[config.mk]
export PLATFORM = sky130hd
export DESIGN_NAME = l1_trigger_top
export DESIGN_NICKNAME = d
export VERILOG_FILES = /design/src/source/l1_trigger_pkg.sv /design/src/source/beam_power.sv /design/src/source/threshold_servo.sv /design/src/source/trigger_decide.sv /design/src/source/l1_trigger_top.sv
export SDC_FILE = /design/constraint.sdc
export NUM_CORES = 2
export LEC_CHECK = 0
export BUFFER_PORTS_ARGS = -buffer_cell sky130_fd_sc_hd__buf_2
export CAP_MARGIN = 20
export CORE_ASPECT_RATIO = 0.8
export CORE_MARGIN = 10
export CORE_UTILIZATION = 35
export DETAILED_ROUTE_END_ITERATION = 8
export GPL_TIMING_DRIVEN = 0
export PLACE_DENSITY_LB_ADDON = 0.15
export SLEW_MARGIN = 5
export SYNTH_ARGS = -nofsm -noshare
export SYNTH_HDL_FRONTEND = slang
export SYNTH_SLANG_ARGS = --single-unit
export TNS_END_PERCENT = 50
[constraint.sdc]
create_clock -name wbclk -period 7.9 [get_ports wbclk]
set_clock_uncertainty 0.1 [all_clocks]
set_input_delay 0.395 -clock wbclk [delete_from_list [all_inputs] [get_ports wbclk]]
set_output_delay 0.395 -clock wbclk [all_outputs]
set_load 0.01 [all_outputs]
[src/source/l1_trigger_pkg.sv]
`default_nettype none

package l1_trigger_pkg;

    localparam int NCHAN      = 4;
    localparam int NBEAMS     = 2;
    localparam int SAMPLE_W   = 12;
    localparam int SUM_W      = SAMPLE_W + 2;   // Room for four signed samples
    localparam int POWER_W    = 27;
    localparam int THRESH_W   = 28;
    localparam int MAX_DELAY  = 3;
    localparam int REG_ADDR_W = 3;

    // Delay in beats per beam and channel
    localparam int BEAM_DELAYS [NBEAMS][NCHAN] = '{
        '{0, 0, 0, 0},      // Broadside
        '{0, 1, 2, 3}       // One beat of tilt per channel
    };

    localparam logic [REG_ADDR_W-1:0] ADDR_THRESH0   = 3'd0;
    localparam logic [REG_ADDR_W-1:0] ADDR_THRESH1   = 3'd1;
    localparam logic [REG_ADDR_W-1:0] ADDR_SERVO_CFG = 3'd4;
    localparam logic [REG_ADDR_W-1:0] ADDR_PERIODS   = 3'd5;  // Read only

    // One register word, seen as a threshold or as the servo settings
    typedef union packed {
        struct packed {
            logic [31-THRESH_W:0] unused;
            logic [THRESH_W-1:0]  value;
        } thresh;
        struct packed {
            logic       enable;
            logic [6:0] unused;
            logic [7:0] kp;       // Step per correction
            logic [7:0] margin;   // Dead band around target
            logic [7:0] target;   // Triggers wanted per period
        } cfg;
    } reg_word_u;

endpackage

`default_nettype wire

[src/source/beam_power.sv]
`default_nettype none

module beam_power (
    input  logic wbclk_i,
    input  logic rst_n_i,
    input  logic sample_valid_i,
    output logic sample_ready_o,
    input  logic [l1_trigger_pkg::NCHAN*l1_trigger_pkg::SAMPLE_W-1:0] sample_data_i,
    output logic pow_valid_o,
    input  logic pow_ready_i,
    output logic [l1_trigger_pkg::NBEAMS*l1_trigger_pkg::POWER_W-1:0] pow_data_o
);
    import l1_trigger_pkg::*;

    logic run_q;        // Low for the reset cycles
    logic accept;
    logic sum_adv;
    logic pow_adv;
    logic sum_valid_q;
    logic pow_valid_q;

    // Past samples per channel, index 0 is one beat old
    logic signed [SAMPLE_W-1:0] hist_q [NCHAN][MAX_DELAY];
    logic signed [SAMPLE_W-1:0] tap [NCHAN][MAX_DELAY+1];

    logic signed [SUM_W-1:0]     sum_d [NBEAMS];
    logic signed [SUM_W-1:0]     sum_q [NBEAMS];
    logic signed [2*SUM_W-1:0]   prod [NBEAMS];
    logic [NBEAMS-1:0][POWER_W-1:0] pow_q;

    // Stall chain
    assign pow_adv        = !pow_valid_q || pow_ready_i;
    assign sum_adv        = !sum_valid_q || pow_adv;
    assign sample_ready_o = run_q && sum_adv;
    assign accept         = sample_valid_i && sample_ready_o;

    always_comb begin
        for (int c = 0; c < NCHAN; c++) begin
            tap[c][0] = sample_data_i[c*SAMPLE_W +: SAMPLE_W];
            for (int d = 1; d <= MAX_DELAY; d++) begin
                tap[c][d] = hist_q[c][d-1];
            end
        end
    end

    // Delayed sum per beam, sign extended before adding
    always_comb begin
        for (int b = 0; b < NBEAMS; b++) begin
            sum_d[b] = '0;
            for (int c = 0; c < NCHAN; c++) begin
                sum_d[b] = sum_d[b] + {{(SUM_W-SAMPLE_W){tap[c][BEAM_DELAYS[b][c]][SAMPLE_W-1]}},
                                       tap[c][BEAM_DELAYS[b][c]]};
            end
        end
    end

    always_comb begin
        for (int b = 0; b < NBEAMS; b++) begin
            prod[b] = sum_q[b] * sum_q[b];  // Never negative, top bit unused
        end
    end

    always_ff @(posedge wbclk_i) begin
        if (!rst_n_i) begin
            run_q       <= 1'b0;
            sum_valid_q <= 1'b0;
            pow_valid_q <= 1'b0;
            for (int c = 0; c < NCHAN; c++) begin
                for (int d = 0; d < MAX_DELAY; d++) begin
                    hist_q[c][d] <= '0;
                end
            end
        end else begin
            run_q <= 1'b1;
            if (sum_adv) begin
                sum_valid_q <= accept;
            end
            if (pow_adv) begin
                pow_valid_q <= sum_valid_q;
            end
            if (accept) begin
                for (int c = 0; c < NCHAN; c++) begin
                    hist_q[c][0] <= tap[c][0];
                    for (int d = 1; d < MAX_DELAY; d++) begin
                        hist_q[c][d] <= hist_q[c][d-1];
                    end
                end
            end
        end
    end

    always_ff @(posedge wbclk_i) begin
        if (accept) begin
            sum_q <= sum_d;
        end
        if (pow_adv && sum_valid_q) begin
            for (int b = 0; b < NBEAMS; b++) begin
                pow_q[b] <= prod[b][POWER_W-1:0];
            end
        end
    end

    assign pow_valid_o = pow_valid_q;
    assign pow_data_o  = pow_q;

    // Source must hold its beat until it is taken
    a_sample_stable: assert property (@(posedge wbclk_i) disable iff (!rst_n_i)
        sample_valid_i && !sample_ready_o |=> !sample_valid_i || $stable(sample_data_i));

endmodule

`default_nettype wire

[src/source/threshold_servo.sv]
`default_nettype none

module threshold_servo #(
    parameter int PERIOD_BEATS = 3750
) (
    input  logic wbclk_i,
    input  logic rst_n_i,
    input  logic hit_valid_i,
    input  logic [l1_trigger_pkg::NBEAMS-1:0] hit_beams_i,
    output logic [l1_trigger_pkg::NBEAMS*l1_trigger_pkg::THRESH_W-1:0] thresh_o,
    input  logic reg_valid_i,
    output logic reg_ready_o,
    input  logic reg_write_i,
    input  logic [l1_trigger_pkg::REG_ADDR_W-1:0] reg_addr_i,
    input  logic [31:0] reg_wdata_i,
    output logic rsp_valid_o,
    input  logic rsp_ready_i,
    output logic [31:0] rsp_rdata_o
);
    import l1_trigger_pkg::*;

    localparam int CNT_W = $clog2(PERIOD_BEATS + 1);
    localparam logic [REG_ADDR_W-1:0] THRESH_ADDR [NBEAMS] = '{ADDR_THRESH0, ADDR_THRESH1};

    logic req_fire;
    logic wr_fire;
    reg_word_u wr_word;
    reg_word_u rd_word;
    logic rsp_valid_q;
    logic [31:0] rsp_rdata_q;

    logic [NBEAMS-1:0][THRESH_W-1:0] thresh_q;
    logic [NBEAMS-1:0][THRESH_W-1:0] thresh_corr;
    logic       cfg_en_q;
    logic [7:0] cfg_kp_q;
    logic [7:0] cfg_margin_q;
    logic [7:0] cfg_target_q;
    logic [31:0] periods_q;

    logic [CNT_W-1:0] beat_cnt_q;
    logic [NBEAMS-1:0][CNT_W-1:0] trig_cnt_q;
    logic [NBEAMS-1:0][CNT_W-1:0] last_cnt_q;  // Counts of the period just ended
    logic period_end;
    logic corr_q;                               // One cycle after period end

    logic [8:0] upper;
    logic [7:0] lower;
    logic [THRESH_W-1:0] kp_ext;

    assign reg_ready_o = !rsp_valid_q;          // One outstanding request
    assign req_fire    = reg_valid_i && reg_ready_o;
    assign wr_fire     = req_fire && reg_write_i;
    assign wr_word     = reg_wdata_i;

    always_comb begin
        rd_word = '0;
        for (int b = 0; b < NBEAMS; b++) begin
            if (reg_addr_i == THRESH_ADDR[b]) begin
                rd_word.thresh.value = thresh_q[b];
            end
        end
        if (reg_addr_i == ADDR_SERVO_CFG) begin
            rd_word.cfg.enable = cfg_en_q;
            rd_word.cfg.kp     = cfg_kp_q;
            rd_word.cfg.margin = cfg_margin_q;
            rd_word.cfg.target = cfg_target_q;
        end
        if (reg_addr_i == ADDR_PERIODS) begin
            rd_word = periods_q;
        end
    end

    always_ff @(posedge wbclk_i) begin
        if (!rst_n_i) begin
            rsp_valid_q <= 1'b0;
        end else if (req_fire) begin
            rsp_valid_q <= 1'b1;
        end else if (rsp_ready_i) begin
            rsp_valid_q <= 1'b0;
        end
    end

    always_ff @(posedge wbclk_i) begin
        if (req_fire) begin
            rsp_rdata_q <= reg_write_i ? reg_wdata_i : rd_word;  // Writes echo the data
        end
    end

    // Period bookkeeping, one step per word taken downstream
    assign period_end = hit_valid_i && (beat_cnt_q == CNT_W'(PERIOD_BEATS - 1));

    always_ff @(posedge wbclk_i) begin
        if (!rst_n_i) begin
            beat_cnt_q <= '0;
            trig_cnt_q <= '0;
            last_cnt_q <= '0;
            periods_q  <= '0;
            corr_q     <= 1'b0;
        end else begin
            corr_q <= period_end;
            if (period_end) begin
                beat_cnt_q <= '0;
                trig_cnt_q <= '0;
                periods_q  <= periods_q + 32'd1;
                for (int b = 0; b < NBEAMS; b++) begin
                    last_cnt_q[b] <= trig_cnt_q[b] + CNT_W'(hit_beams_i[b]);
                end
            end else if (hit_valid_i) begin
                beat_cnt_q <= beat_cnt_q + 1'b1;
                for (int b = 0; b < NBEAMS; b++) begin
                    trig_cnt_q[b] <= trig_cnt_q[b] + CNT_W'(hit_beams_i[b]);
                end
            end
        end
    end

    // Dead band, lower edge clamps at zero
    assign upper  = {1'b0, cfg_target_q} + {1'b0, cfg_margin_q};
    assign lower  = (cfg_margin_q > cfg_target_q) ? 8'd0 : cfg_target_q - cfg_margin_q;
    assign kp_ext = THRESH_W'(cfg_kp_q);

    always_comb begin
        logic [THRESH_W:0] raised;
        for (int b = 0; b < NBEAMS; b++) begin
            raised = {1'b0, thresh_q[b]} + {1'b0, kp_ext};
            thresh_corr[b] = thresh_q[b];
            if (32'(last_cnt_q[b]) > 32'(upper)) begin
                thresh_corr[b] = raised[THRESH_W] ? '1 : raised[THRESH_W-1:0];
            end else if (32'(last_cnt_q[b]) < 32'(lower)) begin
                thresh_corr[b] = (thresh_q[b] < kp_ext) ? '0 : thresh_q[b] - kp_ext;
            end
        end
    end

    always_ff @(posedge wbclk_i) begin
        if (!rst_n_i) begin
            thresh_q     <= '1;     // Nothing triggers until configured
            cfg_en_q     <= 1'b0;
            cfg_kp_q     <= '0;
            cfg_margin_q <= '0;
            cfg_target_q <= '0;
        end else begin
            for (int b = 0; b < NBEAMS; b++) begin
                if (corr_q && cfg_en_q) begin
                    thresh_q[b] <= thresh_corr[b];
                end
                if (wr_fire && reg_addr_i == THRESH_ADDR[b]) begin
                    thresh_q[b] <= wr_word.thresh.value;   // Write beats correction
                end
            end
            if (wr_fire && reg_addr_i == ADDR_SERVO_CFG) begin
                cfg_en_q     <= wr_word.cfg.enable;
                cfg_kp_q     <= wr_word.cfg.kp;
                cfg_margin_q <= wr_word.cfg.margin;
                cfg_target_q <= wr_word.cfg.target;
            end
        end
    end

    assign thresh_o    = thresh_q;
    assign rsp_valid_o = rsp_valid_q;
    assign rsp_rdata_o = rsp_rdata_q;

    // A stalled response holds its data and blocks the next request
    a_one_outstanding: assert property (@(posedge wbclk_i) disable iff (!rst_n_i)
        rsp_valid_o && !rsp_ready_i |=> rsp_valid_o && $stable(rsp_rdata_o));

    // Trigger path stays quiet through reset
    a_no_hit_in_reset: assert property (@(posedge wbclk_i)
        $past(!rst_n_i) && !rst_n_i |-> !hit_valid_i);

endmodule

`default_nettype wire

[src/source/trigger_decide.sv]
`default_nettype none

module trigger_decide (
    input  logic wbclk_i,
    input  logic rst_n_i,
    input  logic pow_valid_i,
    output logic pow_ready_o,
    input  logic [l1_trigger_pkg::NBEAMS*l1_trigger_pkg::POWER_W-1:0] pow_data_i,
    input  logic [l1_trigger_pkg::NBEAMS*l1_trigger_pkg::THRESH_W-1:0] thresh_i,
    output logic trig_valid_o,
    input  logic trig_ready_i,
    output logic [l1_trigger_pkg::NBEAMS-1:0] trig_beams_o,
    output logic hit_valid_o,
    output logic [l1_trigger_pkg::NBEAMS-1:0] hit_beams_o
);
    import l1_trigger_pkg::*;

    logic trig_valid_q;
    logic [NBEAMS-1:0] trig_beams_q;
    logic [NBEAMS-1:0] above;
    logic load;

    // Strictly greater, power zero extended to threshold width
    always_comb begin
        for (int b = 0; b < NBEAMS; b++) begin
            above[b] = {1'b0, pow_data_i[b*POWER_W +: POWER_W]} > thresh_i[b*THRESH_W +: THRESH_W];
        end
    end

    assign pow_ready_o = !trig_valid_q || trig_ready_i;
    assign load        = pow_valid_i && pow_ready_o;

    always_ff @(posedge wbclk_i) begin
        if (!rst_n_i) begin
            trig_valid_q <= 1'b0;
        end else if (load) begin
            trig_valid_q <= 1'b1;
        end else if (trig_ready_i) begin
            trig_valid_q <= 1'b0;
        end
    end

    always_ff @(posedge wbclk_i) begin
        if (load) begin
            trig_beams_q <= above;
        end
    end

    assign trig_valid_o = trig_valid_q;
    assign trig_beams_o = trig_beams_q;

    // Servo counts only what actually left
    assign hit_valid_o = trig_valid_q && trig_ready_i;
    assign hit_beams_o = trig_beams_q;

    a_trig_hold: assert property (@(posedge wbclk_i) disable iff (!rst_n_i)
        trig_valid_o && !trig_ready_i |=> trig_valid_o && $stable(trig_beams_o));

endmodule

`default_nettype wire

[src/source/l1_trigger_top.sv]
`default_nettype none

module l1_trigger_top #(
    parameter int PERIOD_BEATS = 3750   // Beats per servo period
) (
    input  logic wbclk,
    input  logic rst_n_i,
    input  logic sample_valid_i,
    output logic sample_ready_o,
    input  logic [l1_trigger_pkg::NCHAN*l1_trigger_pkg::SAMPLE_W-1:0] sample_data_i,
    output logic trig_valid_o,
    input  logic trig_ready_i,
    output logic [l1_trigger_pkg::NBEAMS-1:0] trig_beams_o,
    input  logic reg_valid_i,
    output logic reg_ready_o,
    input  logic reg_write_i,
    input  logic [l1_trigger_pkg::REG_ADDR_W-1:0] reg_addr_i,
    input  logic [31:0] reg_wdata_i,
    output logic rsp_valid_o,
    input  logic rsp_ready_i,
    output logic [31:0] rsp_rdata_o
);
    import l1_trigger_pkg::*;

    logic pow_valid;
    logic pow_ready;
    logic [NBEAMS*POWER_W-1:0]  pow_data;
    logic [NBEAMS*THRESH_W-1:0] thresholds;
    logic hit_valid;
    logic [NBEAMS-1:0] hit_beams;

    beam_power u_beam_power (
        .wbclk_i        (wbclk),
        .rst_n_i        (rst_n_i),
        .sample_valid_i (sample_valid_i),
        .sample_ready_o (sample_ready_o),
        .sample_data_i  (sample_data_i),
        .pow_valid_o    (pow_valid),
        .pow_ready_i    (pow_ready),
        .pow_data_o     (pow_data)
    );

    trigger_decide u_trigger_decide (
        .wbclk_i      (wbclk),
        .rst_n_i      (rst_n_i),
        .pow_valid_i  (pow_valid),
        .pow_ready_o  (pow_ready),
        .pow_data_i   (pow_data),
        .thresh_i     (thresholds),
        .trig_valid_o (trig_valid_o),
        .trig_ready_i (trig_ready_i),
        .trig_beams_o (trig_beams_o),
        .hit_valid_o  (hit_valid),
        .hit_beams_o  (hit_beams)
    );

    threshold_servo #(
        .PERIOD_BEATS (PERIOD_BEATS)
    ) u_threshold_servo (
        .wbclk_i     (wbclk),
        .rst_n_i     (rst_n_i),
        .hit_valid_i (hit_valid),
        .hit_beams_i (hit_beams),
        .thresh_o    (thresholds),
        .reg_valid_i (reg_valid_i),
        .reg_ready_o (reg_ready_o),
        .reg_write_i (reg_write_i),
        .reg_addr_i  (reg_addr_i),
        .reg_wdata_i (reg_wdata_i),
        .rsp_valid_o (rsp_valid_o),
        .rsp_ready_i (rsp_ready_i),
        .rsp_rdata_o (rsp_rdata_o)
    );

endmodule

`default_nettype wire

==> reports/results.txt <==
The run gives 30,070 as the number of global-route vias before repair. After global routing the overflow that remains totals 0. The H-tree generated during clock tree synthesis spans 2 levels. For the number of hold violations in the final report, the log shows 0. Setup repair after global routing left no endpoint under its margin. The worst setup path is captured at a register. The logs give 115,000 um for the routed wire length and 0 for the final max-slew violation count.

In this run the tool buffered the top-level ports with 125 buffer cells. For this run, the leading register cell type out of synthesis is sky130_fd_sc_hd__edfxtp_1. Critical path data required time: 8.15 ns.

The netlist area before placement came out at 37,060 um^2. In this run the mean area of a mapped cell was 8.964 um^2. After layout, the worst path uses 93.97% of the clock period. Post-route non-filler standard cell count: 5,781. In the routed design, unresolved DRC markers number 0.

The tools report the total of fill cells in the finished design as 10,850. For this run, the slowest stage of the critical path takes 0.56 ns. The total instance count after detailed placement came out at 5,671. In the layout the commonest cells are sky130_fd_sc_hd__inv_1 (707), sky130_fd_sc_hd__fa_1 (376), sky130_fd_sc_hd__nand2_1 (342), sky130_fd_sc_hd__ha_1 (311), sky130_fd_sc_hd__nor2_1 (285).

The floorplan step set the die height to 311.1 um. The run gives 119,400 um^2 as the floorplan die area. The tool flagged a number of max-cap violations equal to 0.

Among the stages of the critical path, the cell type that occurs most often is sky130_fd_sc_hd__fa_1. In the synthesized netlist, the number of instances is 4,135. The type of the tightest min-delay check is in -> reg. The detailed-route wire length per cell is 19.89 um. The overall global routing resource usage is 19.10%, and the number of buffers added by the clock tree synthesis step is 45.

After clock tree synthesis, the clock-pin slew on the worst setup and hold paths is 0.06 ns. In this run the worst path has a maximum fanout of 10. The first global-routing pass estimated 180,100 um of wire. The share of post-route cells with drive strength above 1 is 6.627%, and the share of synthesized area occupied by flip-flops and latches is 24.74%. After routing, the total negative slack on setup checks comes to 0 ns. Entering global routing, the biggest net connects 47 pins.

The Yosys warning count came out at 0. sky130_fd_sc_hd__fa_1 takes more of the synthesized area than any other cell. The number of enable-type register cells in the synthesized netlist was 186; the half-perimeter wire length after placement was 94,360 um. Once layout is complete, the utilization of the core stands at 39.52%. The slowest library cell on the worst path was sky130_fd_sc_hd__fa_1.

For the count of final setup violators, the log shows 0. The tools report the buffer type at the clock tree root as sky130_fd_sc_hd__clkbuf_16. The routability-driven placement congestion ratio was 0.9345.

In the routed layout, each cell is associated on average with a via count of 5.125. The fraction of registers with async set or reset after synthesis works out to 0%. TritonCTS built the clock tree.

The initial utilization of the core area, before any placement, comes to 35.37%. The maximum count of clock buffers along a single path is 3, and the total number of vias is 29,630. Data arrival time at the worst-slack endpoint: 7.68 ns. The CTS sink count was 365. The most frequent standard cell in the layout excluding fill and tap cells was sky130_fd_sc_hd__inv_1. Number of antenna violations at the first check in global routing: 1.

The clock reaches the later pin of the worst-skew pair after 0.62 ns. The tools report the kind of launch point of the worst setup path as a register. Class of the most critical setup path: reg -> reg. The initial detailed-routing violation count is 2,540.

Relative to the synthesized area, the layout overhead comes to 11.70%. In the final design database the tool counted 5,119 nets. The top cell type by area accounts for 20.36% of the synthesized area. The number of iterations in the first detailed-routing pass came out at 8.

For the worst hold margin, the log shows 0.01834 ns. The floorplan step defined a core boundary enclosing 104,800 um^2. Slew at the pin with the worst max-slew slack: 1.225 ns. The run gives 106 as the number of rows created at floorplan. The boundary pin count is 128. The logs give 18.30% for the worst slew slack as a fraction of its limit and 0 for the number of nets with antenna violations after detailed routing.

The achievable frequency came out at 134.7 MHz. After synthesis, the cell types taking the most area are sky130_fd_sc_hd__fa_1 (20%), sky130_fd_sc_hd__edfxtp_1 (15%), sky130_fd_sc_hd__ha_1 (10%), sky130_fd_sc_hd__dfxtp_1 (9.7%), sky130_fd_sc_hd__inv_1 (7.2%). The horizontal die dimension was 383.8 um; the minimum clock period after layout was 7.424 ns. The run finished with clean final reports. The critical path goes through clkbuf_1 -> and2_1 -> inv_1 -> fa_1 -> inv_1 -> fa_1 -> fa_1 -> fa_1 -> fa_1 -> inv_1 -> fa_1 -> inv_1 -> ha_1 -> a211o_1 -> a211oi_1 -> o31ai_1 -> a22o_1 -> o41a_1 -> a211o_1 -> o31ai_1 -> xnor2_1.

After synthesis, the netlist uses 84 different library cells. Counting flops and latches in the post-synthesis netlist gives 365.
-- final cells by class --
type / count / area [um^2] / share of cell area (%)
sequential: 365 / 9169 / 22.15
clock inverter: 26 / 314.1 / 0.7585
timing repair buffer: 158 / 1006 / 2.430
clock buffer: 56 / 1197 / 2.892
buffer: 170 / 688.2 / 1.662
multi-input combinational: 2892 / 24610 / 59.44
antenna: 1 / 2.502 / 0.006044
inverter: 709 / 2661 / 6.428
tap: 1404 / 1757 / 4.243
-- final timing paths --
path / start / cells after the start / slack (ns) / to
max reg2reg: u_beam_power.sum_q[7]$_DFFE_PP_ / 21 / 0.48 / u_beam_power.pow_data_o[53]$_DFFE_PP_
min: reg_wdata_i[28] / 3 / 0.02 / u_threshold_servo.rsp_rdata_o[28]$_DFFE_PP_
max: u_beam_power.sum_q[7]$_DFFE_PP_ / 21 / 0.48 / u_beam_power.pow_data_o[53]$_DFFE_PP_
min reg2reg: u_threshold_servo.trig_cnt_q[0]$_SDFFE_PP0P_ / 2 / 0.36 / u_threshold_servo.trig_cnt_q[0]$_SDFFE_PP0P_
-- logic make-up (layout without fill, tap and decap cells) --
kind of cell / after synthesis / in the layout / synth area share (%)
AO/OA/AOI/OAI: 740 / 740 / 13.23
flip-flops: 365 / 365 / 24.74
AND/OR/NAND/NOR: 1202 / 1202 / 15.75
adder cells (fa/ha/maj): 688 / 688 / 30.86
buffers and inverters: 879 / 1119 / 9.010
other: 1 / 3 / 0.01012
multiplexers: 56 / 56 / 1.587
XOR/XNOR: 204 / 204 / 4.821
-- worst max-delay path, delay by kind of cell (launching register included) --
| family | cells | cell delay, ns |
|---|---|---|
| buffers and inverters | 5 | 0.75 |
| AOI/OAI and AO/OA | 7 | 1.99 |
| DFF | 1 | 0.53 |
| adders and majority gates | 7 | 3.38 |
| xor gates and xnor gates | 1 | 0.12 |
| and+or+nand+nor | 1 | 0.29 |
-- repair_timing --
item,in CTS,in global routing
hold endpoints to repair,24,0
setup endpoints to repair,0,4
gates resized for setup,0,18
setup buffers,0,0
hold buffers,25,0
-- metrics by stage --
step | worst slack [ns] | cell area, um^2
global route | 0.08457 | 41400
floorplan | 1.344 | 37070
CTS | 0.05316 | 41360
finish | 0.4765 | 41400
detailed placement | 0.1047 | 39600
global placement | 0.1862 | 39450
-- registers in the layout, indices dropped and copies added, names as in the netlist --
register                        count
u_threshold_servo.trig_cnt_q       24
u_beam_power.sum_valid_q            1
u_trigger_decide.hit_beams_o        2
u_threshold_servo.cfg_kp_q          8
u_threshold_servo.corr_q            1
u_beam_power.pow_data_o            52
u_threshold_servo.cfg_en_q          1
u_threshold_servo.periods_q        32
u_threshold_servo.beat_cnt_q       12
u_threshold_servo.thresh_o         56
u_threshold_servo.last_cnt_q       24
u_beam_power.sum_q                 28
u_threshold_servo.cfg_target_q      8
u_threshold_servo.rsp_valid_o       1
u_trigger_decide.trig_valid_o       1
u_beam_power.run_q                  1
u_threshold_servo.rsp_rdata_o      32
u_beam_power.hist_q                72
u_beam_power.pow_valid_o            1
u_threshold_servo.cfg_margin_q      8
-- cell usage after synthesis, drive strengths merged (53+ instances only) --
library cell  instances
a211oi               61
a21o                 61
a21oi               212
and2                137
clkbuf              152
dfxtp               179
edfxtp              186
fa                  377
ha                  311
inv                 708
nand2               343
nand3                67
nor2                285
nor2b                53
nor3                 91
o21ai               134
xnor2               126
xor2                 78
-- layer usage --
layer	wire [um]	GRT usage, %
met1	56590	28.76
met4	2474	3.997
met2	48070	28.49
met5	0	0
met3	7855	2.910
Power is not shown: default switching activity piles up to over one toggle a cycle in this logic, so the estimate is an artifact.
